## config.mk

```make
export PLATFORM = sky130hd
export DESIGN_NAME = ntm_forget_gate_vector
export DESIGN_NICKNAME = d
export VERILOG_FILES = /design/src/source/ntm_forget_pkg.sv /design/src/source/ntm_forget_gate_vector.sv /design/src/source/ntm_gate_accumulate.sv /design/src/source/ntm_gate_products.sv /design/src/source/ntm_logistic_plan.sv
export SDC_FILE = /design/constraint.sdc
export NUM_CORES = 2
export LEC_CHECK = 0
export BUFFER_PORTS_ARGS = -buffer_cell sky130_fd_sc_hd__buf_2
export CAP_MARGIN = 20
export CELL_PAD_IN_SITES_DETAIL_PLACEMENT = 0
export CELL_PAD_IN_SITES_GLOBAL_PLACEMENT = 1
export CORE_ASPECT_RATIO = 0.7
export CORE_MARGIN = 4
export CORE_UTILIZATION = 38
export CTS_CLUSTER_SIZE = 12
export DETAILED_ROUTE_END_ITERATION = 8
export GPL_TIMING_DRIVEN = 0
export PLACE_DENSITY = 0.64
export SETUP_SLACK_MARGIN = 0.15
export SYNTH_ARGS = -nofsm -noshare
export SYNTH_HDL_FRONTEND = slang
export SYNTH_HIERARCHICAL = 1
export SYNTH_SLANG_ARGS = --single-unit
```

## constraint.sdc

```tcl
create_clock -name CLK -period 12.59 [get_ports CLK]
set_input_delay 1.259 -clock CLK [delete_from_list [all_inputs] [get_ports CLK]]
set_output_delay 1.259 -clock CLK [all_outputs]
set_load 0.01 [all_outputs]
```

## src/source/ntm_forget_pkg.sv

```systemverilog
/* Fixed-point types and constants for the forget gate pipeline. The vector length is fixed
   at compile time and the adder tree in stage 2 is sized for VEC_LEN of 4 */
`default_nettype none

package ntm_forget_pkg;

  ///////////////////////////////////////////////////////////////////////
  // Sizes
  ///////////////////////////////////////////////////////////////////////

  localparam int VEC_LEN  = 4;               // Elements per operand vector
  localparam int FRAC_IN  = 4;               // Q4.4 inputs
  localparam int FRAC_ACC = 8;               // Products and sum at Q.8
  localparam int N_PROD   = 3 * VEC_LEN;     // W*x, K*r and U*h terms

  // Fixed-point element types
  typedef logic signed [7:0]  elem_t;        // Q4.4 weight, operand or bias
  typedef logic signed [15:0] prod_t;        // Q8.8 full product
  typedef logic signed [19:0] acc_t;         // Preactivation, 8 fraction bits
  typedef logic        [7:0]  gate_t;        // Q0.8, 255 means one
  typedef logic        [5:0]  row_t;         // Gate row index

  typedef elem_t [VEC_LEN-1:0] vec_t;
  typedef prod_t [VEC_LEN-1:0] prod_vec_t;

  ///////////////////////////////////////////////////////////////////////
  // Stage payloads
  ///////////////////////////////////////////////////////////////////////

  typedef struct packed {
    row_t  row;
    vec_t  w_row;                            // W(l)
    vec_t  x;                                // Controller input
    vec_t  k_row;                            // K(l)
    vec_t  r;                                // Read head vector
    vec_t  u_row;                            // U(l)
    vec_t  h;                                // Previous hidden state
    elem_t b;                                // Bias b(l)
  } gate_in_t;

  typedef struct packed {
    row_t      row;
    prod_vec_t wx;
    prod_vec_t kr;
    prod_vec_t uh;
    elem_t     b;                            // Still Q4.4 here
  } prod_stage_t;

  typedef struct packed {
    row_t row;
    acc_t z;                                 // Preactivation
  } pre_stage_t;

  typedef struct packed {
    row_t  row;
    gate_t f;
  } gate_out_t;

  ///////////////////////////////////////////////////////////////////////
  // PLAN logistic, all in acc_t units (1.0 = 256)
  ///////////////////////////////////////////////////////////////////////

  localparam acc_t PLAN_SAT     = 20'sd1280; // 5.0
  localparam acc_t PLAN_MID     = 20'sd608;  // 2.375
  localparam acc_t PLAN_LOW     = 20'sd256;  // 1.0
  localparam acc_t PLAN_OFF_HI  = 20'sd216;
  localparam acc_t PLAN_OFF_MID = 20'sd160;
  localparam acc_t PLAN_OFF_LOW = 20'sd128;  // Value at zero, one half
  localparam acc_t PLAN_ONE     = 20'sd256;
  localparam int   PLAN_SH_HI   = 5;         // Slope 1/32
  localparam int   PLAN_SH_MID  = 3;         // Slope 1/8
  localparam int   PLAN_SH_LOW  = 2;         // Slope 1/4
  localparam gate_t GATE_MAX    = 8'd255;    // One, clamped to Q0.8

endpackage

`default_nettype wire

```

## src/source/ntm_forget_gate_vector.sv

```systemverilog
/* Forget gate row pipeline, f(l) = logistic(W*x + K*r + U*h + b). Three cycles
   from in_strobe to out_strobe, one row per cycle, no stall; reset drops rows */
`default_nettype none

module ntm_forget_gate_vector (
  // Global
  input  logic                      CLK,
  input  logic                      RST,

  // One row per strobe
  input  logic                      in_strobe,
  input  ntm_forget_pkg::gate_in_t  in_data,

  // Gate value, tagged with its row
  output logic                      out_strobe,
  output ntm_forget_pkg::gate_out_t out_data
);

  ///////////////////////////////////////////////////////////////////////
  // Stage links
  ///////////////////////////////////////////////////////////////////////

  logic                        p_strobe;     // Stage 1 to 2
  ntm_forget_pkg::prod_stage_t p_data;
  logic                        a_strobe;     // Stage 2 to 3
  ntm_forget_pkg::pre_stage_t  a_data;

  // Multipliers
  ntm_gate_products u_products (
    .CLK       (CLK),
    .RST       (RST),
    .in_strobe (in_strobe),
    .in_data   (in_data),
    .p_strobe  (p_strobe),
    .p_data    (p_data)
  );

  // Adder tree and bias
  ntm_gate_accumulate u_accumulate (
    .CLK      (CLK),
    .RST      (RST),
    .p_strobe (p_strobe),
    .p_data   (p_data),
    .a_strobe (a_strobe),
    .a_data   (a_data)
  );

  // Logistic
  ntm_logistic_plan u_logistic (
    .CLK        (CLK),
    .RST        (RST),
    .a_strobe   (a_strobe),
    .a_data     (a_data),
    .out_strobe (out_strobe),
    .out_data   (out_data)
  );

endmodule

`default_nettype wire

```

## src/source/ntm_gate_accumulate.sv

```systemverilog
/* Stage 2 of 3. Balanced adder tree over the twelve products plus the bias
   shifted to 8 fraction bits. Tree shape assumes VEC_LEN of 4; sum is exact */
`default_nettype none

module ntm_gate_accumulate (
  input  logic                        CLK,
  input  logic                        RST,

  // Products in
  input  logic                        p_strobe,
  input  ntm_forget_pkg::prod_stage_t p_data,

  // Preactivation out, one cycle later
  output logic                        a_strobe,
  output ntm_forget_pkg::pre_stage_t  a_data
);

  ///////////////////////////////////////////////////////////////////////
  // Adder tree
  ///////////////////////////////////////////////////////////////////////

  ntm_forget_pkg::acc_t terms [ntm_forget_pkg::N_PROD];    // Leaves, sign-extended
  ntm_forget_pkg::acc_t lvl1  [ntm_forget_pkg::N_PROD/2];  // 6 pair sums
  ntm_forget_pkg::acc_t lvl2  [ntm_forget_pkg::N_PROD/4];  // 3 pair sums
  ntm_forget_pkg::acc_t bias_q8;
  ntm_forget_pkg::acc_t z_nxt;

  always_comb begin
    // Flatten the three product vectors into one list of leaves
    for (int i = 0; i < ntm_forget_pkg::VEC_LEN; i++) begin
      terms[i]                              = ntm_forget_pkg::acc_t'(p_data.wx[i]);
      terms[ntm_forget_pkg::VEC_LEN + i]    = ntm_forget_pkg::acc_t'(p_data.kr[i]);
      terms[2 * ntm_forget_pkg::VEC_LEN + i] = ntm_forget_pkg::acc_t'(p_data.uh[i]);
    end

    // Q4.4 bias to Q.8
    bias_q8 = ntm_forget_pkg::acc_t'(p_data.b)
              <<< (ntm_forget_pkg::FRAC_ACC - ntm_forget_pkg::FRAC_IN);

    for (int j = 0; j < ntm_forget_pkg::N_PROD / 2; j++) begin
      lvl1[j] = terms[2*j] + terms[2*j + 1];
    end

    for (int k = 0; k < ntm_forget_pkg::N_PROD / 4; k++) begin
      lvl2[k] = lvl1[2*k] + lvl1[2*k + 1];
    end

    // Last level, bias pairs with the odd leftover
    z_nxt = (lvl2[0] + lvl2[1]) + (lvl2[2] + bias_q8);
  end

  ///////////////////////////////////////////////////////////////////////
  // Pipeline register
  ///////////////////////////////////////////////////////////////////////

  always_ff @(posedge CLK or posedge RST) begin
    if (RST) begin
      a_strobe <= 1'b0;
      a_data   <= '0;
    end else begin
      a_strobe   <= p_strobe;
      a_data.row <= p_data.row;
      a_data.z   <= z_nxt;                   // Worst case ~2^17.6, no overflow
    end
  end

endmodule

`default_nettype wire

```

## src/source/ntm_gate_products.sv

```systemverilog
/* Stage 1 of 3. Forms all twelve element-wise products at full Q8.8 precision
   and registers them with the row tag and the raw bias. No back-pressure */
`default_nettype none

module ntm_gate_products (
  input  logic                       CLK,
  input  logic                       RST,

  // Row in
  input  logic                       in_strobe,
  input  ntm_forget_pkg::gate_in_t   in_data,

  // Products out, one cycle later
  output logic                       p_strobe,
  output ntm_forget_pkg::prod_stage_t p_data
);

  ///////////////////////////////////////////////////////////////////////
  // Multipliers
  ///////////////////////////////////////////////////////////////////////

  ntm_forget_pkg::prod_stage_t prod_nxt;

  always_comb begin
    prod_nxt     = '0;
    prod_nxt.row = in_data.row;              // Tag rides along
    prod_nxt.b   = in_data.b;                // Aligned in stage 2

    // Signed 8x8 gives exact 16-bit result, Q4.4 * Q4.4 = Q8.8
    for (int i = 0; i < ntm_forget_pkg::VEC_LEN; i++) begin
      prod_nxt.wx[i] = $signed(in_data.w_row[i]) * $signed(in_data.x[i]);  // W(l)*x
      prod_nxt.kr[i] = $signed(in_data.k_row[i]) * $signed(in_data.r[i]);  // K(l)*r
      prod_nxt.uh[i] = $signed(in_data.u_row[i]) * $signed(in_data.h[i]);  // U(l)*h
    end
  end

  ///////////////////////////////////////////////////////////////////////
  // Pipeline register
  ///////////////////////////////////////////////////////////////////////

  // Products captured every cycle, valid only with p_strobe
  always_ff @(posedge CLK or posedge RST) begin
    if (RST) begin
      p_strobe <= 1'b0;                      // Drops anything in flight
      p_data   <= '0;
    end else begin
      p_strobe <= in_strobe;
      p_data   <= prod_nxt;
    end
  end

endmodule

`default_nettype wire

```

## src/source/ntm_logistic_plan.sv

```systemverilog
/* Stage 3 of 3. PLAN piecewise-linear logistic, not an exact sigmoid; error stays
   within a few LSB of Q0.8. Output of one saturates to 255 */
`default_nettype none

module ntm_logistic_plan (
  input  logic                       CLK,
  input  logic                       RST,

  // Preactivation in
  input  logic                       a_strobe,
  input  ntm_forget_pkg::pre_stage_t a_data,

  // Gate value out, one cycle later
  output logic                       out_strobe,
  output ntm_forget_pkg::gate_out_t  out_data
);

  ///////////////////////////////////////////////////////////////////////
  // Segment select
  ///////////////////////////////////////////////////////////////////////

  logic                  neg;                // Preactivation below zero
  ntm_forget_pkg::acc_t  mag;                // |z|, fits since |z| << 2^19
  ntm_forget_pkg::acc_t  seg;                // PLAN on |z|, 128..256
  ntm_forget_pkg::acc_t  mirror;             // After symmetry fold
  ntm_forget_pkg::gate_t f_nxt;

  always_comb begin
    neg = a_data.z[$bits(ntm_forget_pkg::acc_t)-1];
    mag = neg ? -a_data.z : a_data.z;

    // Shift-and-add per segment, no multiplier
    if (mag >= ntm_forget_pkg::PLAN_SAT) begin
      seg = ntm_forget_pkg::PLAN_ONE;                    // Saturated
    end else if (mag >= ntm_forget_pkg::PLAN_MID) begin
      seg = (mag >>> ntm_forget_pkg::PLAN_SH_HI) + ntm_forget_pkg::PLAN_OFF_HI;
    end else if (mag >= ntm_forget_pkg::PLAN_LOW) begin
      seg = (mag >>> ntm_forget_pkg::PLAN_SH_MID) + ntm_forget_pkg::PLAN_OFF_MID;
    end else begin
      seg = (mag >>> ntm_forget_pkg::PLAN_SH_LOW) + ntm_forget_pkg::PLAN_OFF_LOW;
    end

    // sigma(-a) = 1 - sigma(a)
    mirror = neg ? (ntm_forget_pkg::PLAN_ONE - seg) : seg;

    // 256 has no Q0.8 code
    if (mirror > ntm_forget_pkg::acc_t'(ntm_forget_pkg::GATE_MAX)) begin
      f_nxt = ntm_forget_pkg::GATE_MAX;
    end else begin
      f_nxt = ntm_forget_pkg::gate_t'(mirror);
    end
  end

  ///////////////////////////////////////////////////////////////////////
  // Output register
  ///////////////////////////////////////////////////////////////////////

  always_ff @(posedge CLK or posedge RST) begin
    if (RST) begin
      out_strobe <= 1'b0;
      out_data   <= '0;
    end else begin
      out_strobe   <= a_strobe;
      out_data.row <= a_data.row;            // Tag unchanged through all stages
      out_data.f   <= f_nxt;
    end
  end

endmodule

`default_nettype wire
```

# Word level (Yosys, flattened, before mapping)
# Cells that the tools add are included.
# Widths: inputs -> output; s select.
# word_totals
regBits	249
input_bits	209
output_inout_bits	15
wordCells	60
# classes
add_sub_neg	17
multipliers	12
n_lt_le_gt_ge	4
mux	6
# ops
cell	n
$mul 8x8->16	12
$add 16x16->17	6
$add 20x20->20	5
$mux 20	5
$add 20x12->20	1
$ge 20x10->1 const B	1
$ge 20x11->1 const B	1
$ge 20x12->1 const B	1
$gt 20x9->1 const B	1
$neg 20->20	1
$sub 10x20->20 const A	1
$add 18x9->19 const B	1
$add 17x9->18 const B	1
$add 15x9->16 const B	1
$mux 8	1

# Longest topological paths before layout
# logic_depth
ltp_word	10
mapped_depth	20
mapped_depth_nobuf	19

# Cells and area by module
# Netlist, hierarchy kept.
# by_module_without_submodules
mod	instances	cells_each	area_per_inst_um2	seq_area_each_um2
ntm_gate_products	1	3595	35188.7	5180.0
ntm_gate_accumulate	1	642	6376.1	675.6
ntm_logistic_plan	1	231	1975.6	375.4

# Least setup slack after synthesis
# No wires, ideal clock.
# synth_timing
path_kind	input to register
startpoint	input port in_data[61] (netlist name)
endpoint	register u_products/p_data[54] (netlist name)
setup_time_ps	104
t_arrival_ps	4895
path_slack_ps	7591
path_stages	15
n_path_buf	0
cell_sequence	and2_1 > fa_1 > inv_1 > fa_1 > inv_1 > fa_1 > inv_1 > fa_1 > inv_1 > ha_1 > o21a_1 > o31a_1 > o21ba_1 > or4_1 > o311ai_1
# synth_lines
element	line_no	source
start: declaration	ntm_forget_gate_vector.sv:12	input ntm_forget_pkg::gate_in_t in_data,

# Worst setup path in the final report
# layout_timing
startpoint	register u_products/p_data[47] (netlist name)
endpoint	register u_accumulate/a_data[18] (netlist name)
# layout_via
elab_chain_cells	4
# layout_lines
element	line_no	source
$add 16x16->17	ntm_gate_accumulate.sv:41	lvl1[j] = terms[2*j] + terms[2*j + 1];
$add 20x20->20	ntm_gate_accumulate.sv:45	lvl2[k] = lvl1[2*k] + lvl1[2*k + 1];
$add 20x12->20	ntm_gate_accumulate.sv:49	z_nxt = (lvl2[0] + lvl2[1]) + (lvl2[2] + bias_q8);
$add 20x20->20	ntm_gate_accumulate.sv:49	
via u_accumulate.z_nxt[18]	ntm_gate_accumulate.sv:26	ntm_forget_pkg::acc_t z_nxt;
# The timed path passes the listed nets, and every way through them passes these cells.

==> impl_metrics.json <==
{
  "min_period_ps": 5334,
  "initial_core_util": 0.3844,
  "reg2reg_depth": 16,
  "synthAdderAreaFrac": 0.4943,
  "yosysTopAreaCell": "fa_1",
  "syn_avg_cell_area_um2": 9.745,
  "use_met3": 0.01933,
  "clk_pin_slew_ps": 60,
  "yosysMostFrequentCell": "inv_1",
  "setup_viol": 0,
  "die_area_um2": 120100,
  "slew_violations": 0,
  "grt.overflow.total": 0,
  "synth_edf_count": 0,
  "die_y_um": 291.2,
  "min_path_cells": 0,
  "critPathKind": "reg -> reg",
  "grtUsageMet2": 0.2537,
  "gp_congestion": 0.8280,
  "io_pins": 224,
  "holdBufCountCts": 0,
  "htreeDepth": 1,
  "synth_nets": 5895,
  "netlist_top_cells_area": "fa_1, dfrtp_1, inv_1",
  "first_global_vias": 30529,
  "cts_tree": "done",
  "via_per_inst": 4.564,
  "placed_area_um2": 46620,
  "synth_top_area_frac": 0.3848,
  "synthSimpleGateAreaFrac": 0.1407,
  "synth_cells": 4468,
  "cts_setup_buffers": 0,
  "synth_cell_type_count": 86,
  "grt_setup_unrepaired": "false",
  "ys_async_sr_fraction": 1.000,
  "synth_mux_area_frac": 0.005173,
  "cts-buffers-inserted": 29,
  "dr.pass1.iters": 5,
  "ys_ff_latch": 249,
  "synth_compound_area_frac": 0.05675,
  "grtUsageMet1": 0.2981,
  "yosysSeqAreaShare": 0.1431,
  "yosys.area_share.xor_xnor": 0.04687,
  "drtIter0Drc": 1346,
  "yosys_warnings": 6,
  "numPortBuffers": 223,
  "antenna_left": 0,
  "post_cts_resized": 0,
  "yosys_most_used_dff": "dfrtp_1",
  "syn_area_um2": 43540,
  "synth_commonest_cells": "inv_1, fa_1, and2_1",
  "timing.final.crit_share": 0.4237,
  "register_area_um2": 6231,
  "fp.dieW_um": 412.6,
  "route.detailed.drc": 0,
  "busiest_layer": "met1",
  "cts_buffer_depth": 3,
  "outcome": "completed",
  "rows": 103,
  "fin_worst_skew_ps": 13.88,
  "worstPathArrival_ps": 5800,
  "areaGrowthSynthToFinish_pct": 9.523,
  "cts.sinks": 249,
  "core_um2": 113300,
  "grt_max_degree": 115,
  "cp-start-kind": "flip-flop",
  "synth_top_family_by_area": "adder cells",
  "antenna_found_initial": 8,
  "fin_nets": 6151,
  "fmax_ghz": 0.1875,
  "fin_area_um2": 47690,
  "r2r_slack_ps": 7260,
  "wirelength_mm": 102.9,
  "hold_class": "reg -> reg",
  "dpl.hpwl_mm": 90.32,
  "clock_latency_ps": 590,
  "wl_per_cell_um": 16.42,
  "fin_setup_tns_ps": 0,
  "crit_path_max_fanout": 8,
  "grt_usage": 0.1783,
  "num_vias": 28614,
  "multi_input_area_um2": 32390,
  "crit_required_ps": 13060,
  "worst_slew_pin_slew_ps": 1012,
  "fill_cells": 11315,
  "hold_violations": 0,
  "cts_root_buf": "clkbuf_16",
  "layout-drive-gt1-share": 0.06872,
  "grt_pass1_wl_mm": 171.9,
  "endpoint_kind": "flip-flop",
  "slew_headroom": 0.3194,
  "maxCapViolations": 0
}
-- cells by family (layout without fill, tap and decap cells) --
family,Yosys count,count (layout)
adders and majority gates,1218,1218
xor gates and xnor gates,233,233
AOI/OAI and AO/OA,358,358
DFF,249,249
buffers and inverters,1299,1575
muxes,21,21
other,0,3
and+or+nand+nor,1090,1090
-- final cells by class --
type,instances,area share
tap,1522,0.03993
clock buffer,39,0.01747
buffer,18,0.002388
antenna,3,0.0001574
multi-input combinational,2920,0.6792
timing repair buffer,225,0.02456
sequential,249,0.1307
clock inverter,12,0.004670
inverter,1281,0.1010
-- worst paths after layout --
kind,from,end
worst max register to register,u_products/p_data[47]$_DFF_PP0_,u_accumulate/a_data[18]$_DFF_PP0_
max in group asynchronous,RST,u_products/p_data[100]$_DFF_PP0_
worst max-delay path,u_products/p_data[47]$_DFF_PP0_,u_accumulate/a_data[18]$_DFF_PP0_
worst min register to register,u_accumulate/a_data[20]$_DFF_PP0_,u_logistic/out_data[8]$_DFF_PP0_
worst min-delay path,u_accumulate/a_data[20]$_DFF_PP0_,u_logistic/out_data[8]$_DFF_PP0_
min in group asynchronous,RST,u_products/p_strobe$_DFF_PP0_
-- worst max-delay path, cell delays in order (launching register included) --
cell      delay [ps]
dfrtp_1          350
inv_1             70
fa_1             560
inv_1             70
fa_1             540
fa_1             540
fa_1             540
inv_1             50
fa_1             550
inv_1             60
ha_1             300
buf_6            140
and3_1           170
a221oi_2         400
and3b_1          260
or4_1            400
and4_1           200
-- cells in the final DEF (no fill, tap or decap), drive strengths merged, types with 12 or more instances in the layout --
| cell type | Yosys | final |
|---|---|---|
| dfrtp | 249 | 249 |
| nand4 | 28 | 28 |
| or4 | 14 | 14 |
| xor2 | 38 | 38 |
| o211ai | 15 | 15 |
| clkbuf | 9 | 48 |
| nor2b | 96 | 96 |
| nor2 | 57 | 57 |
| o22ai | 14 | 14 |
| nand3 | 15 | 15 |
| a31oi | 26 | 26 |
| nand2b | 29 | 29 |
| nand2 | 243 | 243 |
| fa | 837 | 837 |
| xnor2 | 195 | 195 |
| a211oi | 13 | 13 |
| inv | 1280 | 1281 |
| o21ai | 71 | 71 |
| mux2 | 12 | 12 |
| o21a | 27 | 27 |
| ha | 381 | 381 |
| o21bai | 13 | 13 |
| a21o | 18 | 18 |
| a2111oi | 15 | 15 |
| a21oi | 84 | 84 |
| or3 | 25 | 25 |
| and2 | 508 | 508 |
| nor3 | 34 | 34 |
| buf | 9 | 234 |
-- sequential cells by signal, indices dropped and copies added (netlist names) --
signal / flops
u_products/p_data: 206
u_accumulate/a_strobe: 1
u_logistic/out_strobe: 1
u_logistic/out_data: 14
u_accumulate/a_data: 26
u_products/p_strobe: 1
-- stage by stage --
step	instances	utilization	hold slack, ps	setup WS [ps]
after floorplan	4468	-	331.2	5679
after global placement	6213	0.4110	332.4	2947
after detailed placement	6215	0.4116	335.6	6761
after CTS	6266	0.4209	348.7	7239
after global routing	6267	0.4209	353.1	6942
final	6269	0.4210	345.3	7256
-- layer usage --
| layer | wire [um] | vias up |
|---|---|---|
| met1 | 56240 | 14275 |
| met2 | 42280 | 392 |
| li1 | - | 13902 |
| met5 | 11 | - |
| met4 | 778 | 2 |
| met3 | 3624 | 43 |
Power is left out: the tool's default activity adds up to more than one toggle a clock period on the data nets, which glitch-free logic cannot reach.
